--- src/rtl/cache_defines.svh ---
// Cache geometry macros, included by the cache package and the testbench.
`ifndef CACHE_DEFINES_SVH
`define CACHE_DEFINES_SVH

// Byte address bits on the processor side.
`define CACHE_ADDR_W 16

// 32-bit words per cache line.
`define CACHE_LINE_WORDS 4

// Number of sets.
`define CACHE_LINES 8

// Ways per set.
`define CACHE_WAYS 2

`endif

--- src/rtl/cache_pkg.sv ---
// Address fields, tag entries and RAM row types shared by every cache module.
`include "cache_defines.svh"

package cache_pkg;

    localparam int ways       = `CACHE_WAYS;
    localparam int lines      = `CACHE_LINES;
    localparam int line_words = `CACHE_LINE_WORDS;
    localparam int offset_w   = $clog2(`CACHE_LINE_WORDS);
    localparam int index_w    = $clog2(`CACHE_LINES);
    localparam int way_w      = (`CACHE_WAYS > 1) ? $clog2(`CACHE_WAYS) : 1;
    localparam int tag_w      = `CACHE_ADDR_W - 2 - index_w - offset_w;

    typedef logic [31:0]                  word_t;
    typedef logic [`CACHE_ADDR_W-3:0]     waddr_t;
    typedef logic [offset_w-1:0]          offset_t;
    typedef logic [index_w-1:0]           index_t;
    typedef logic [tag_w-1:0]             tag_t;
    typedef logic [way_w-1:0]             way_t;
    typedef logic [index_w+offset_w-1:0]  cm_addr_t;

    typedef struct packed {
        logic valid;
        logic dirty;
        tag_t tag;
    } tag_entry_t;

    // Victim pointer sits above the per-way entries.
    typedef struct packed {
        way_t                  victim;
        tag_entry_t [ways-1:0] way;
    } tag_row_t;

    typedef word_t [ways-1:0] data_row_t;

    typedef enum logic [1:0] {
        s_sweep,
        s_idle,
        s_wb,
        s_fill
    } ctrl_state_t;

    // Word address layout is {tag, index, offset}.
    function automatic tag_t addr_tag(waddr_t a);
        return a[$bits(waddr_t)-1 -: tag_w];
    endfunction

    function automatic index_t addr_index(waddr_t a);
        return a[offset_w +: index_w];
    endfunction

    function automatic offset_t addr_offset(waddr_t a);
        return a[offset_w-1:0];
    endfunction

endpackage

--- src/rtl/tag_if.sv ---
// Lookup and update channel between the cache controller and the tag store.

`timescale 1ns/1ps

interface tag_if;
    import cache_pkg::*;

    // Driven by the controller.
    index_t     lookup_index;
    tag_t       cmp_tag;
    logic       upd_en;
    index_t     upd_index;
    way_t       upd_way;
    tag_entry_t upd_entry;
    logic       upd_advance;
    logic       clear_en;

    // Driven by the tag store, from the row held one cycle after lookup.
    logic       hit;
    way_t       hit_way;
    way_t       victim_way;
    tag_entry_t victim_entry;

    modport store (
        input  lookup_index, cmp_tag, upd_en, upd_index, upd_way, upd_entry,
        input  upd_advance, clear_en,
        output hit, hit_way, victim_way, victim_entry
    );

    modport ctrl (
        output lookup_index, cmp_tag, upd_en, upd_index, upd_way, upd_entry,
        output upd_advance, clear_en,
        input  hit, hit_way, victim_way, victim_entry
    );

endinterface

--- src/rtl/sdp_ram.sv ---
// Simple dual-port RAM with registered read, shared by the tag and data stores.

`timescale 1ns/1ps

module sdp_ram #(
    parameter type row_t = logic [31:0],
    parameter int  depth = 16
) (
    input  logic                     clk,
    input  row_t                     we,
    input  logic [$clog2(depth)-1:0] waddr,
    input  row_t                     wdata,
    input  logic [$clog2(depth)-1:0] raddr,
    output row_t                     rdata
);

    localparam int row_w = $bits(row_t);

    logic [row_w-1:0] mem [depth];
    logic [row_w-1:0] we_bits;
    logic [row_w-1:0] wdata_bits;

    // Rows are handled as flat bit vectors.
    assign we_bits    = we;
    assign wdata_bits = wdata;

    // Bit write enables let one lane of a row change alone.
    // Read returns the old row on a same-address write.
    always_ff @(posedge clk) begin
        for (int b = 0; b < row_w; b++) begin
            if (we_bits[b]) begin
                mem[waddr][b] <= wdata_bits[b];
            end
        end
        rdata <= row_t'(mem[raddr]);
    end

endmodule

--- src/rtl/cache_tag_store.sv ---
// Tag RAM with hit compare, victim lookup and row update merge for the cache controller.

`timescale 1ns/1ps

module cache_tag_store (
    input  logic clk,
    tag_if.store tags
);
    import cache_pkg::*;

    tag_row_t        ram_rdata;
    tag_row_t        row;
    tag_row_t        upd_row;
    tag_row_t        wr_row;
    tag_row_t        wr_mask;
    logic            wr_en;
    logic            byp_valid;
    tag_row_t        byp_row;
    logic [ways-1:0] match;

    assign wr_en   = tags.upd_en || tags.clear_en;
    assign wr_mask = tag_row_t'({$bits(tag_row_t){wr_en}});

    sdp_ram #(
        .row_t (tag_row_t),
        .depth (lines)
    ) u_ram (
        .clk   (clk),
        .we    (wr_mask),
        .waddr (tags.upd_index),
        .wdata (wr_row),
        .raddr (tags.lookup_index),
        .rdata (ram_rdata)
    );

    // The RAM reads old data on a collision, so forward the row just written.
    always_ff @(posedge clk) begin
        byp_valid <= wr_en && (tags.upd_index == tags.lookup_index);
        byp_row   <= wr_row;
    end

    assign row = byp_valid ? byp_row : ram_rdata;

    // Per-way compare.
    always_comb begin
        tags.hit_way = '0;
        for (int w = 0; w < ways; w++) begin
            match[w] = row.way[w].valid && (row.way[w].tag == tags.cmp_tag);
            if (match[w]) begin
                tags.hit_way = way_t'(w);
            end
        end
    end

    assign tags.hit          = |match;
    assign tags.victim_way   = row.victim;
    assign tags.victim_entry = row.way[row.victim];

    // Merge one way into the held row, optionally stepping the victim.
    always_comb begin
        upd_row = row;
        upd_row.way[tags.upd_way] = tags.upd_entry;
        if (tags.upd_advance) begin
            upd_row.victim = (row.victim == way_t'(ways - 1)) ? '0 : row.victim + 1'b1;
        end
    end

    // A cleared row is all invalid with the pointer at way 0.
    assign wr_row = tags.clear_en ? tag_row_t'(0) : upd_row;

endmodule

--- src/rtl/cache_data_store.sv ---
// Data RAM for all cache ways; writes one way per cycle and returns every way on read.

`timescale 1ns/1ps

module cache_data_store (
    input  logic                 clk,
    input  logic                 we,
    input  cache_pkg::way_t      way,
    input  cache_pkg::cm_addr_t  waddr,
    input  cache_pkg::cm_addr_t  raddr,
    input  cache_pkg::word_t     wdata,
    output cache_pkg::data_row_t rdata
);
    import cache_pkg::*;

    data_row_t lane_we;
    data_row_t row_wdata;

    // Same word offered to all ways; only the selected lane is enabled.
    always_comb begin
        for (int w = 0; w < ways; w++) begin
            lane_we[w]   = {$bits(word_t){we && (way == way_t'(w))}};
            row_wdata[w] = wdata;
        end
    end

    sdp_ram #(
        .row_t (data_row_t),
        .depth (lines * line_words)
    ) u_ram (
        .clk   (clk),
        .we    (lane_we),
        .waddr (waddr),
        .wdata (row_wdata),
        .raddr (raddr),
        .rdata (rdata)
    );

endmodule

--- src/rtl/cache_controller.sv ---
// Cache sequencer: access buffer, tag sweep after reset, and writeback and fill over the memory bus.

`timescale 1ns/1ps

module cache_controller (
    input  logic                 clk,
    input  logic                 arst_n,
    input  logic                 cpu_re,
    input  logic                 cpu_we,
    input  cache_pkg::waddr_t    cpu_addr,
    input  cache_pkg::word_t     cpu_wdata,
    output cache_pkg::word_t     cpu_rdata,
    output logic                 cpu_ready,
    output logic                 mem_re,
    output logic                 mem_we,
    output cache_pkg::waddr_t    mem_addr,
    output cache_pkg::word_t     mem_wdata,
    input  cache_pkg::word_t     mem_rdata,
    tag_if.ctrl                  tags,
    output logic                 dm_we,
    output cache_pkg::way_t      dm_way,
    output cache_pkg::cm_addr_t  dm_waddr,
    output cache_pkg::cm_addr_t  dm_raddr,
    output cache_pkg::word_t     dm_wdata,
    input  cache_pkg::data_row_t dm_rdata
);
    import cache_pkg::*;

    ctrl_state_t         state;
    index_t              sweep_idx;
    logic                ab_valid;
    logic                ab_we;
    waddr_t              ab_addr;
    word_t               ab_wdata;
    index_t              ab_index;
    tag_t                ab_tag;
    offset_t             ab_offset;
    logic [offset_w:0]   mem_cnt;
    logic [offset_w:0]   cm_cnt;
    logic                rd_pending;
    way_t                xm_way;
    tag_t                xm_tag;
    logic                cpu_req;
    logic                lookup;
    logic                write_hit;
    logic                do_miss;
    logic                victim_dirty;
    logic                wb_start;
    logic                wb_last;
    logic                fill_issue;
    logic                fill_last;
    logic                relook;

    assign ab_index  = addr_index(ab_addr);
    assign ab_tag    = addr_tag(ab_addr);
    assign ab_offset = addr_offset(ab_addr);
    assign cpu_req   = cpu_re || cpu_we;

    assign lookup       = (state == s_idle) && ab_valid;
    assign write_hit    = lookup && tags.hit && ab_we;
    assign do_miss      = lookup && !tags.hit;
    assign victim_dirty = tags.victim_entry.valid && tags.victim_entry.dirty;
    assign wb_start     = do_miss && victim_dirty;
    assign wb_last      = (state == s_wb) && (mem_cnt[offset_w-1:0] == '1);
    assign fill_issue   = (state == s_fill) && !mem_cnt[offset_w];
    assign fill_last    = rd_pending && (cm_cnt[offset_w-1:0] == '1);
    // All words are in; this cycle re-reads the line for the repeated lookup.
    assign relook       = (state == s_fill) && cm_cnt[offset_w];

    always_ff @(posedge clk or negedge arst_n) begin
        if (!arst_n) begin
            state      <= s_sweep;
            sweep_idx  <= '0;
            ab_valid   <= 1'b0;
            ab_we      <= 1'b0;
            mem_cnt    <= '0;
            cm_cnt     <= '0;
            rd_pending <= 1'b0;
        end else begin
            rd_pending <= fill_issue;
            case (state)
                s_sweep: begin
                    sweep_idx <= sweep_idx + 1'b1;
                    if (sweep_idx == index_t'(lines - 1)) begin
                        state <= s_idle;
                    end
                end
                s_idle: begin
                    if (!ab_valid) begin
                        ab_valid <= cpu_req;
                        ab_we    <= cpu_we;
                    end else if (tags.hit) begin
                        ab_valid <= 1'b0;
                    end else begin
                        // Dirty victim reads word 0 now, so the cache counter starts at 1.
                        mem_cnt <= '0;
                        cm_cnt  <= {{offset_w{1'b0}}, victim_dirty};
                        state   <= victim_dirty ? s_wb : s_fill;
                    end
                end
                s_wb: begin
                    mem_cnt <= mem_cnt + 1'b1;
                    cm_cnt  <= cm_cnt + 1'b1;
                    if (wb_last) begin
                        mem_cnt <= '0;
                        cm_cnt  <= '0;
                        state   <= s_fill;
                    end
                end
                s_fill: begin
                    if (fill_issue) begin
                        mem_cnt <= mem_cnt + 1'b1;
                    end
                    if (rd_pending) begin
                        cm_cnt <= cm_cnt + 1'b1;
                    end
                    if (relook) begin
                        state <= s_idle;
                    end
                end
                default: state <= s_idle;
            endcase
        end
    end

    always_ff @(posedge clk) begin
        if ((state == s_idle) && !ab_valid) begin
            ab_addr  <= cpu_addr;
            ab_wdata <= cpu_wdata;
        end
        if (do_miss) begin
            xm_way <= tags.victim_way;
            xm_tag <= tags.victim_entry.tag;
        end
    end

    // Tag lookup follows the buffer once it holds a request.
    assign tags.lookup_index = ab_valid ? ab_index : addr_index(cpu_addr);
    assign tags.cmp_tag      = ab_tag;

    always_comb begin
        tags.upd_en      = 1'b0;
        tags.upd_index   = ab_index;
        tags.upd_way     = tags.hit_way;
        tags.upd_entry   = '{valid: 1'b1, dirty: 1'b1, tag: ab_tag};
        tags.upd_advance = 1'b0;
        tags.clear_en    = 1'b0;
        if (state == s_sweep) begin
            tags.clear_en  = 1'b1;
            tags.upd_index = sweep_idx;
        end else if (write_hit) begin
            tags.upd_en = 1'b1;
        end else if (wb_start) begin
            // Victim keeps its tag but is clean once written back.
            tags.upd_en    = 1'b1;
            tags.upd_way   = tags.victim_way;
            tags.upd_entry = '{valid: 1'b1, dirty: 1'b0, tag: tags.victim_entry.tag};
        end else if (fill_last) begin
            tags.upd_en      = 1'b1;
            tags.upd_way     = xm_way;
            tags.upd_entry   = '{valid: 1'b1, dirty: 1'b0, tag: ab_tag};
            tags.upd_advance = 1'b1;
        end
    end

    // Data RAM writes come from a write hit or a returning fill word.
    assign dm_we    = write_hit || rd_pending;
    assign dm_way   = rd_pending ? xm_way : tags.hit_way;
    assign dm_waddr = rd_pending ? {ab_index, cm_cnt[offset_w-1:0]} : {ab_index, ab_offset};
    assign dm_wdata = rd_pending ? mem_rdata : ab_wdata;

    always_comb begin
        if (wb_start) begin
            dm_raddr = {ab_index, offset_t'(0)};
        end else if (state == s_wb) begin
            dm_raddr = {ab_index, cm_cnt[offset_w-1:0]};
        end else if (ab_valid) begin
            dm_raddr = {ab_index, ab_offset};
        end else begin
            dm_raddr = {addr_index(cpu_addr), addr_offset(cpu_addr)};
        end
    end

    assign mem_we    = (state == s_wb);
    assign mem_re    = fill_issue;
    assign mem_addr  = mem_we ? {xm_tag, ab_index, mem_cnt[offset_w-1:0]}
                              : {ab_tag, ab_index, mem_cnt[offset_w-1:0]};
    assign mem_wdata = dm_rdata[xm_way];

    // Idle with no request, or a buffered request that hits.
    assign cpu_ready = (state == s_idle) && (ab_valid ? tags.hit : !cpu_req);
    assign cpu_rdata = dm_rdata[tags.hit_way];

endmodule

--- src/rtl/cache_top.sv ---
// Cache top level with plain processor and external memory ports.

`timescale 1ns/1ps

module cache_top (
    input  logic              clk,
    input  logic              arst_n,
    input  logic              cpu_re,
    input  logic              cpu_we,
    input  cache_pkg::waddr_t cpu_addr,
    input  cache_pkg::word_t  cpu_wdata,
    output cache_pkg::word_t  cpu_rdata,
    output logic              cpu_ready,
    output logic              mem_re,
    output logic              mem_we,
    output cache_pkg::waddr_t mem_addr,
    output cache_pkg::word_t  mem_wdata,
    input  cache_pkg::word_t  mem_rdata
);
    import cache_pkg::*;

    logic      dm_we;
    way_t      dm_way;
    cm_addr_t  dm_waddr;
    cm_addr_t  dm_raddr;
    word_t     dm_wdata;
    data_row_t dm_rdata;

    tag_if tags ();

    cache_tag_store u_tag_store (
        .clk  (clk),
        .tags (tags.store)
    );

    cache_data_store u_data_store (
        .clk   (clk),
        .we    (dm_we),
        .way   (dm_way),
        .waddr (dm_waddr),
        .raddr (dm_raddr),
        .wdata (dm_wdata),
        .rdata (dm_rdata)
    );

    cache_controller u_controller (
        .clk       (clk),
        .arst_n    (arst_n),
        .cpu_re    (cpu_re),
        .cpu_we    (cpu_we),
        .cpu_addr  (cpu_addr),
        .cpu_wdata (cpu_wdata),
        .cpu_rdata (cpu_rdata),
        .cpu_ready (cpu_ready),
        .mem_re    (mem_re),
        .mem_we    (mem_we),
        .mem_addr  (mem_addr),
        .mem_wdata (mem_wdata),
        .mem_rdata (mem_rdata),
        .tags      (tags.ctrl),
        .dm_we     (dm_we),
        .dm_way    (dm_way),
        .dm_waddr  (dm_waddr),
        .dm_raddr  (dm_raddr),
        .dm_wdata  (dm_wdata),
        .dm_rdata  (dm_rdata)
    );

endmodule

--- config.mk ---
export PLATFORM = sky130hd
export DESIGN_NAME = cache_top
export DESIGN_NICKNAME = d
export VERILOG_FILES = /design/src/rtl/cache_pkg.sv /design/src/rtl/tag_if.sv /design/src/rtl/sdp_ram.sv /design/src/rtl/cache_tag_store.sv /design/src/rtl/cache_data_store.sv /design/src/rtl/cache_controller.sv /design/src/rtl/cache_top.sv
export VERILOG_INCLUDE_DIRS = /design/src /design/src/rtl
export SDC_FILE = /design/constraint.sdc
export NUM_CORES = 2
export LEC_CHECK = 0
export BUFFER_PORTS_ARGS = -buffer_cell sky130_fd_sc_hd__buf_4
export CAP_MARGIN = 20
export CORE_MARGIN = 4
export CORE_UTILIZATION = 25
export DETAILED_ROUTE_END_ITERATION = 8
export GPL_ROUTABILITY_DRIVEN = 0
export PLACE_DENSITY_LB_ADDON = 0.08
export RECOVER_POWER = 100
export SLEW_MARGIN = 20
export SYNTH_ARGS = -nofsm -noshare
export SYNTH_HDL_FRONTEND = slang
export SYNTH_SLANG_ARGS = --single-unit
--- constraint.sdc ---
create_clock -name clk -period 4.8 [get_ports clk]
set_input_delay 0 -clock clk [delete_from_list [all_inputs] [get_ports clk]]
set_output_delay 0 -clock clk [all_outputs]
set_load 0.05 [all_outputs]
# Word-level counts from Yosys, hierarchy flattened
# Memory sizes are Yosys's and may differ from the RTL's. A register that Yosys moved wholly into a read port is not among the register bits.
# Cells that the tools add are included.
# word_totals
output_inout_bits	81
mem_bits_rw	2232
elab_cells	145
register_bits	94
inputBits	82
memories	2
# classes
n_lt_le_gt_ge	5
n_reduce_logical	32
n_eq_ne	16
n_bitwise	2
muxes	65
addsub	4
# memory_table
memory	depth	word_bits	read_ports	rd_clocked_by_memory_dff	wr	line_no	rtl
u_data_store.u_ram.mem	32	64	1	1	1	sdp_ram.sv:19	logic [row_w-1:0] mem [depth];
u_tag_store.u_ram.mem	8	23	1	1	1	sdp_ram.sv:19	
# ops
op	n
32-bit two-way mux	5
11-bit two-way mux	6
23-bit two-way mux	2
3-bit two-way mux	10
1-bit two-way mux	26
22-bit bitwise mux	1
9-bit == test	2
1-bit logical AND	18
3-bit one-hot mux with 3 select lines	2
5-bit two-way mux	3
14-bit two-way mux	1
2-bit two-way mux	6
11-bit demux with 1-bit select	1
10-bit two-way mux	1
2-bit by 1-bit inequality test with 1-bit output, second input constant	5
3-bit by 1-bit adder with 3-bit output, second input constant	3
2-bit == test, second input constant	4
1-bit by 2-bit < comparator with 1-bit output, second input constant	4
2-bit one-hot mux with 4 select lines	1
4-bit AND reduction	2
5-bit AND reduction	1
1-bit zero test	4
2-bit inequality test, second input constant	2
3-bit == test	1
10 further kinds	13

# Longest topological paths before layout
# logic_depth
word_depth	16
depth_mapped	15
depth_no_buf	11

# Cells and area by module
# A second synthesis with hierarchy kept.
# hier_totals
hier_cells	7222
area_unflattened_um2	108242.6
# by_module_without_submodules
module	seq_area_each_um2	n_inst	cells_each	area_each_um2
sdp_ram at u_data_store.u_ram	62780.2	1	6214	93544.7
sdp_ram at u_tag_store.u_ram	5985.7	1	496	8778.4
cache_controller	2031.9	1	313	4256.6
cache_tag_store	480.5	1	197	1646.6
cache_data_store	0.0	1	2	16.3

# Worst setup path after synthesis
# Ideal clock, no wire load.
# synth_path
path_kind	register to register
start	register u_tag_store.byp_valid
end	memory u_data_store.u_ram.mem[20][0] (netlist bit), enable pin
stages_incl_launch_ff	12
arrival_time_ps	3497
setup_time_ps	421
t_required_ps	4379
period_less_slack_ps	3918
setup_slack_ps	882
path_buffers	3
path_cell_list	dfxtp_1 buf_6 buf_6 mux2i_2 xnor2_1 nor4_4 and3_1 buf_2 nand4_1 o21ai_0 nand2_1 nor2_1
# synth_between
elab_chain_len	10
elab_cells_between_ends	15
classes_between	eq/ne (2); mux (5); bitwise (1); reduce/logical (7)
# synth_lines
element	line_no	rtl
start, declared	cache_tag_store.sv:17	logic byp_valid;
start signal, assigned	cache_tag_store.sv:38	byp_valid <= wr_en && (tags.upd_index == tags.lookup_index);
23-bit two-way mux (*)	cache_tag_store.sv:42	assign row = byp_valid ? byp_row : ram_rdata;
9-bit == test	cache_tag_store.sv:48	match[w] = row.way[w].valid && (row.way[w].tag == tags.cmp_tag);
1-bit logical AND	cache_tag_store.sv:48	
2-bit OR reduction	cache_tag_store.sv:55	assign tags.hit = |match;
1-bit logical AND (2 in a row)	cache_controller.sv:60	assign write_hit = lookup && tags.hit && ab_we;
1-bit logical OR	cache_controller.sv:167	assign dm_we = write_hit || rd_pending;
1-bit logical AND (*)	cache_data_store.sv:22	lane_we[w] = {$bits(word_t){we && (way == way_t'(w))}};
1-bit two-way mux (*)	sdp_ram.sv:31	if (we_bits[b]) begin
1-bit two-way mux (not written as such) (*)	sdp_ram.sv:32	mem[waddr][b] <= wdata_bits[b];
end, declared	sdp_ram.sv:19	
# Every way passes the cells marked *; elsewhere a longest branch is shown, timed or not.

# Final worst setup path
# layout_path
start	register u_tag_store.byp_valid
end	register u_data_store.u_ram.rdata[48] (netlist bit), read port of u_data_store.u_ram.mem
# layout_between
elab_chain_len	8
elab_cells_between_ends	13
classes_between	eq/ne (2); mux (4); reduce/logical (7)
# layout_lines
element	line_no	rtl
23-bit two-way mux (*)	cache_tag_store.sv:42	
9-bit == test	cache_tag_store.sv:48	
1-bit logical AND	cache_tag_store.sv:48	
2-bit OR reduction	cache_tag_store.sv:55	
1-bit zero test	cache_controller.sv:61	assign do_miss = lookup && !tags.hit;
1-bit logical AND	cache_controller.sv:61	
1-bit logical AND (*)	cache_controller.sv:63	assign wb_start = do_miss && victim_dirty;
5-bit two-way mux (*)	cache_controller.sv:173	if (wb_start) begin
end, declared	sdp_ram.sv:14	output row_t rdata
# Every way passes the cells marked *; elsewhere a longest branch is shown, timed or not. The select of a mux whose other input is x is not followed.
# A chain may end at the register's enable or synchronous reset.

==> impl_metrics.tcl <==
set metrics [dict create \
    start_util_pct 25.2 \
    synthTopCellsByCount "edfxtp_1, nand2_1, clkbuf_1" \
    path_delay_family "compound AO/OA/AOI/OAI gates" \
    cts_made_buffers 288 \
    die_area_um2 389000 \
    setup_viol_count_final 0 \
    synth.yosys.seq_area_share_pct 75.2 \
    ys_ff_latch 2413 \
    relSlewSlack_pct -51.0 \
    syn_inst 6551 \
    crit_path_cell_trace "buf_4, mux2i_1, xnor2_1, nor4_1, clkbuf_1, and3_2, o31a_2, nor2_2, buf_6, mux2_2, a211oi_1, o221ai_1" \
    power_density_nw_per_um2 585 \
    p_leak_nw 37.5 \
    reg2reg_slack_ns 0.18 \
    clk_latency_ns 0.90 \
    hold_start "cpu_re" \
    first_global_vias 59800 \
    cts-htree-levels 5 \
    final_util_pct 30.3 \
    antenna_found_initial 13 \
    cp-end-kind "register" \
    ir_drop_uv 274 \
    worst_path_max_delay_cell "dfxtp_2" \
    grt_pass1_wl_um 508000 \
    failed_checks "max-capacitance violations, max-slew violations" \
    wl_per_cell_um 30.1 \
    design_area_um2 114000 \
    cp.depth 12 \
    die_width_um 624 \
    cts.sinks 2413 \
    rows 225 \
    via_per_inst 4.83 \
    clock_skew_ns 0.0474 \
    async_flop_share_pct 0.580 \
    first_pass_iters 6 \
    finalHoldViolCount 0 \
    drt-initial-drc-count 4171 \
    yosysWarnings 0 \
    worstPathRequired_ns 5.54 \
    whs_ns 0.192 \
    nFillCells 37500 \
    core_area_um2 376000 \
    path_class "reg2reg" \
    nets 7115 \
    cts_resized 0 \
    clk_path_buf_depth 4 \
    io_buffers 162 \
    maxClockFrequency_mhz 216 \
    cts_tree "yes" \
    wirelength_um 368000 \
    final_antenna_net_count 0 \
    synth_edf_count 2288 \
    drc 0 \
    clk_pin_slew_ns 0.06 \
    area_growth_pct 20.6 \
    timing.final.crit_share_pct 96.3 \
    path_buf_inv 3 \
    synth.most_common_cell "edfxtp_1" \
    ys.flop_type "edfxtp_1" \
    synth_area_leaders "edfxtp_1, nand2_1, mux2i_1" \
    multiInputGateArea_um2 21900 \
    reg2reg_to "u_data_store.u_ram.rdata[48]" \
    clockRootBuffer "clkbuf_16" \
    r2r-start "u_tag_store.byp_valid" \
    io_pins 163 \
    grt_overflow 0 \
    crit_arrival_ns 5.36 \
    yosys.area.top_type "edfxtp_1" \
    drv_cap 22 \
    grt_max_degree 93 \
    outcome "complete, but fails checks" \
    slew_violations 1022 \
    grt_setup_unrepaired "false" \
    synth_area_um2 94700 \
    synth_area_per_cell_um2 14.5 \
    vias 59200 \
    tightest_slew_ns 2.26 \
    cpPeakStageDelay_ns 0.73 \
    cp_max_fo 61 \
    ff_latch_area_um2 71300 \
    grt.total_usage_pct 18.4 \
    drive_gt1_share_pct 14.2 \
    reg2regPathDepth 12 \
    layout_min_cycle_time_ns 4.62 \
    dpl-instance-area_um2 105000 \
    endpoint "u_data_store.u_ram.rdata[48]" \
    setup-tns-final_ns 0 \
    cp-start-kind "register" \
    min_path_type "in2reg" \
    synth_top_area_share_pct 72.5 \
    dpl.hpwl_um 217000 \
    critPathLaunch "u_tag_store.byp_valid" \
    syn-num-nets 6641 \
    ys_types 67 \
    die_h_um 624 \
]
[worst min-delay path by stage]
stage | end | slack, ns | depth (start not counted)
2_1_floorplan | u_controller.ab_valid | -0.30 | 0
3_3_place_gp | u_controller.ab_we | -0.13 | 1
3_5_place_dp | u_controller.ab_we | -0.12 | 1
4_1_cts | u_data_store.u_ram.mem[11][21] | 0.02 | 2
5_1_grt | u_controller.ab_valid | 0.21 | 6
6_report | u_controller.ab_valid | 0.19 | 6
[tightest hold or removal path, stage by stage]
cell and delay (ns):
dlygate4sd3_1 0.55, buf_4 0.12, nor2_1 0.05, nor2_1 0.08, nor2_1 0.04, a21oi_1 0.17
[per-layer routing]
layer / vias to the layer above / GRT usage, % / wire, um
met3: 393 / 2.22 / 13300
li1: 26100 / - / -
met5: - / 0 / 0
met2: 1223 / 31.8 / 182000
met1: 31400 / 24.5 / 164000
met4: 0 / 4.31 / 9170
[cell usage in the layout (no fill, tap or decap), drive strengths merged, types with 114 or more instances in the layout]
master	count
a211oi	138
a21oi	173
a221oi	149
a31oi	208
buf	276
clkbuf	626
dlygate4sd3	114
edfxtp	2288
mux2	179
mux2i	263
nand2	1250
nand3	194
nor2	316
o21ai	226
o22ai	186
[registers in the layout (all words and copies together) (netlist names), 9 cells and up]
register / cells
u_controller.ab_addr: 14
u_controller.ab_wdata: 32
u_controller.xm_tag: 9
u_data_store.u_ram.mem: 2048
u_data_store.u_ram.rdata: 64
u_tag_store.byp_row: 23
u_tag_store.u_ram.mem: 184
u_tag_store.u_ram.rdata: 23
[what timing repair did]
item	in CTS	in global routing
endpoints found under the hold margin	521	0
hold buffers	114	0
endpoints found under the setup margin	0	1
setup buffers	0	2
[area by class of cell]
type	instances	share of cell area [%]
Antenna cell	8	0.0175
Clock buffer	371	6.90
Clock inverter	144	1.15
Inverter	15	0.0493
Multi-Input combinational cell	3662	19.2
Sequential cell	2413	62.4
Tap cell	4994	5.47
Timing Repair Buffer	645	4.80
[cell families (layout without fill, tap and decap cells)]
| group | count (synthesis) | count (layout) | share of synthesized area, % |
|---|---|---|---|
| XOR/XNOR | 21 | 21 | 0.194 |
| multiplexers | 448 | 448 | 5.06 |
| AO/OA/AOI/OAI | 1279 | 1279 | 9.11 |
| other | 0 | 8 | 0 |
| buffers and inverters | 476 | 1175 | 2.13 |
| adder cells (fa/ha/maj) | 8 | 8 | 0.106 |
| flip-flops | 2413 | 2413 | 75.2 |
| AND/OR/NAND/NOR | 1906 | 1906 | 8.16 |
[through the flow]
step | setup WS, ns | std cells | total power [W]
after floorplan | 0.882 | 6551 | 0.0365
after global placement | 0.227 | 11600 | 0.0466
after detailed placement | 0.187 | 11600 | 0.0465
after CTS | 0.177 | 12200 | 0.0686
after global routing | 0.0489 | 12200 | 0.0697
final | 0.178 | 12300 | 0.0668
[where the power goes]
part / switching (W) / leakage, nW / internal [W]
logic: 0.0134 / 11.3 / 0.00509
registers: 0.00109 / 21.7 / 0.0255
clock network: 0.00894 / 4.50 / 0.0128
total: 0.0234 / 37.5 / 0.0434
Note: power is estimated with default switching activity, not from simulation.
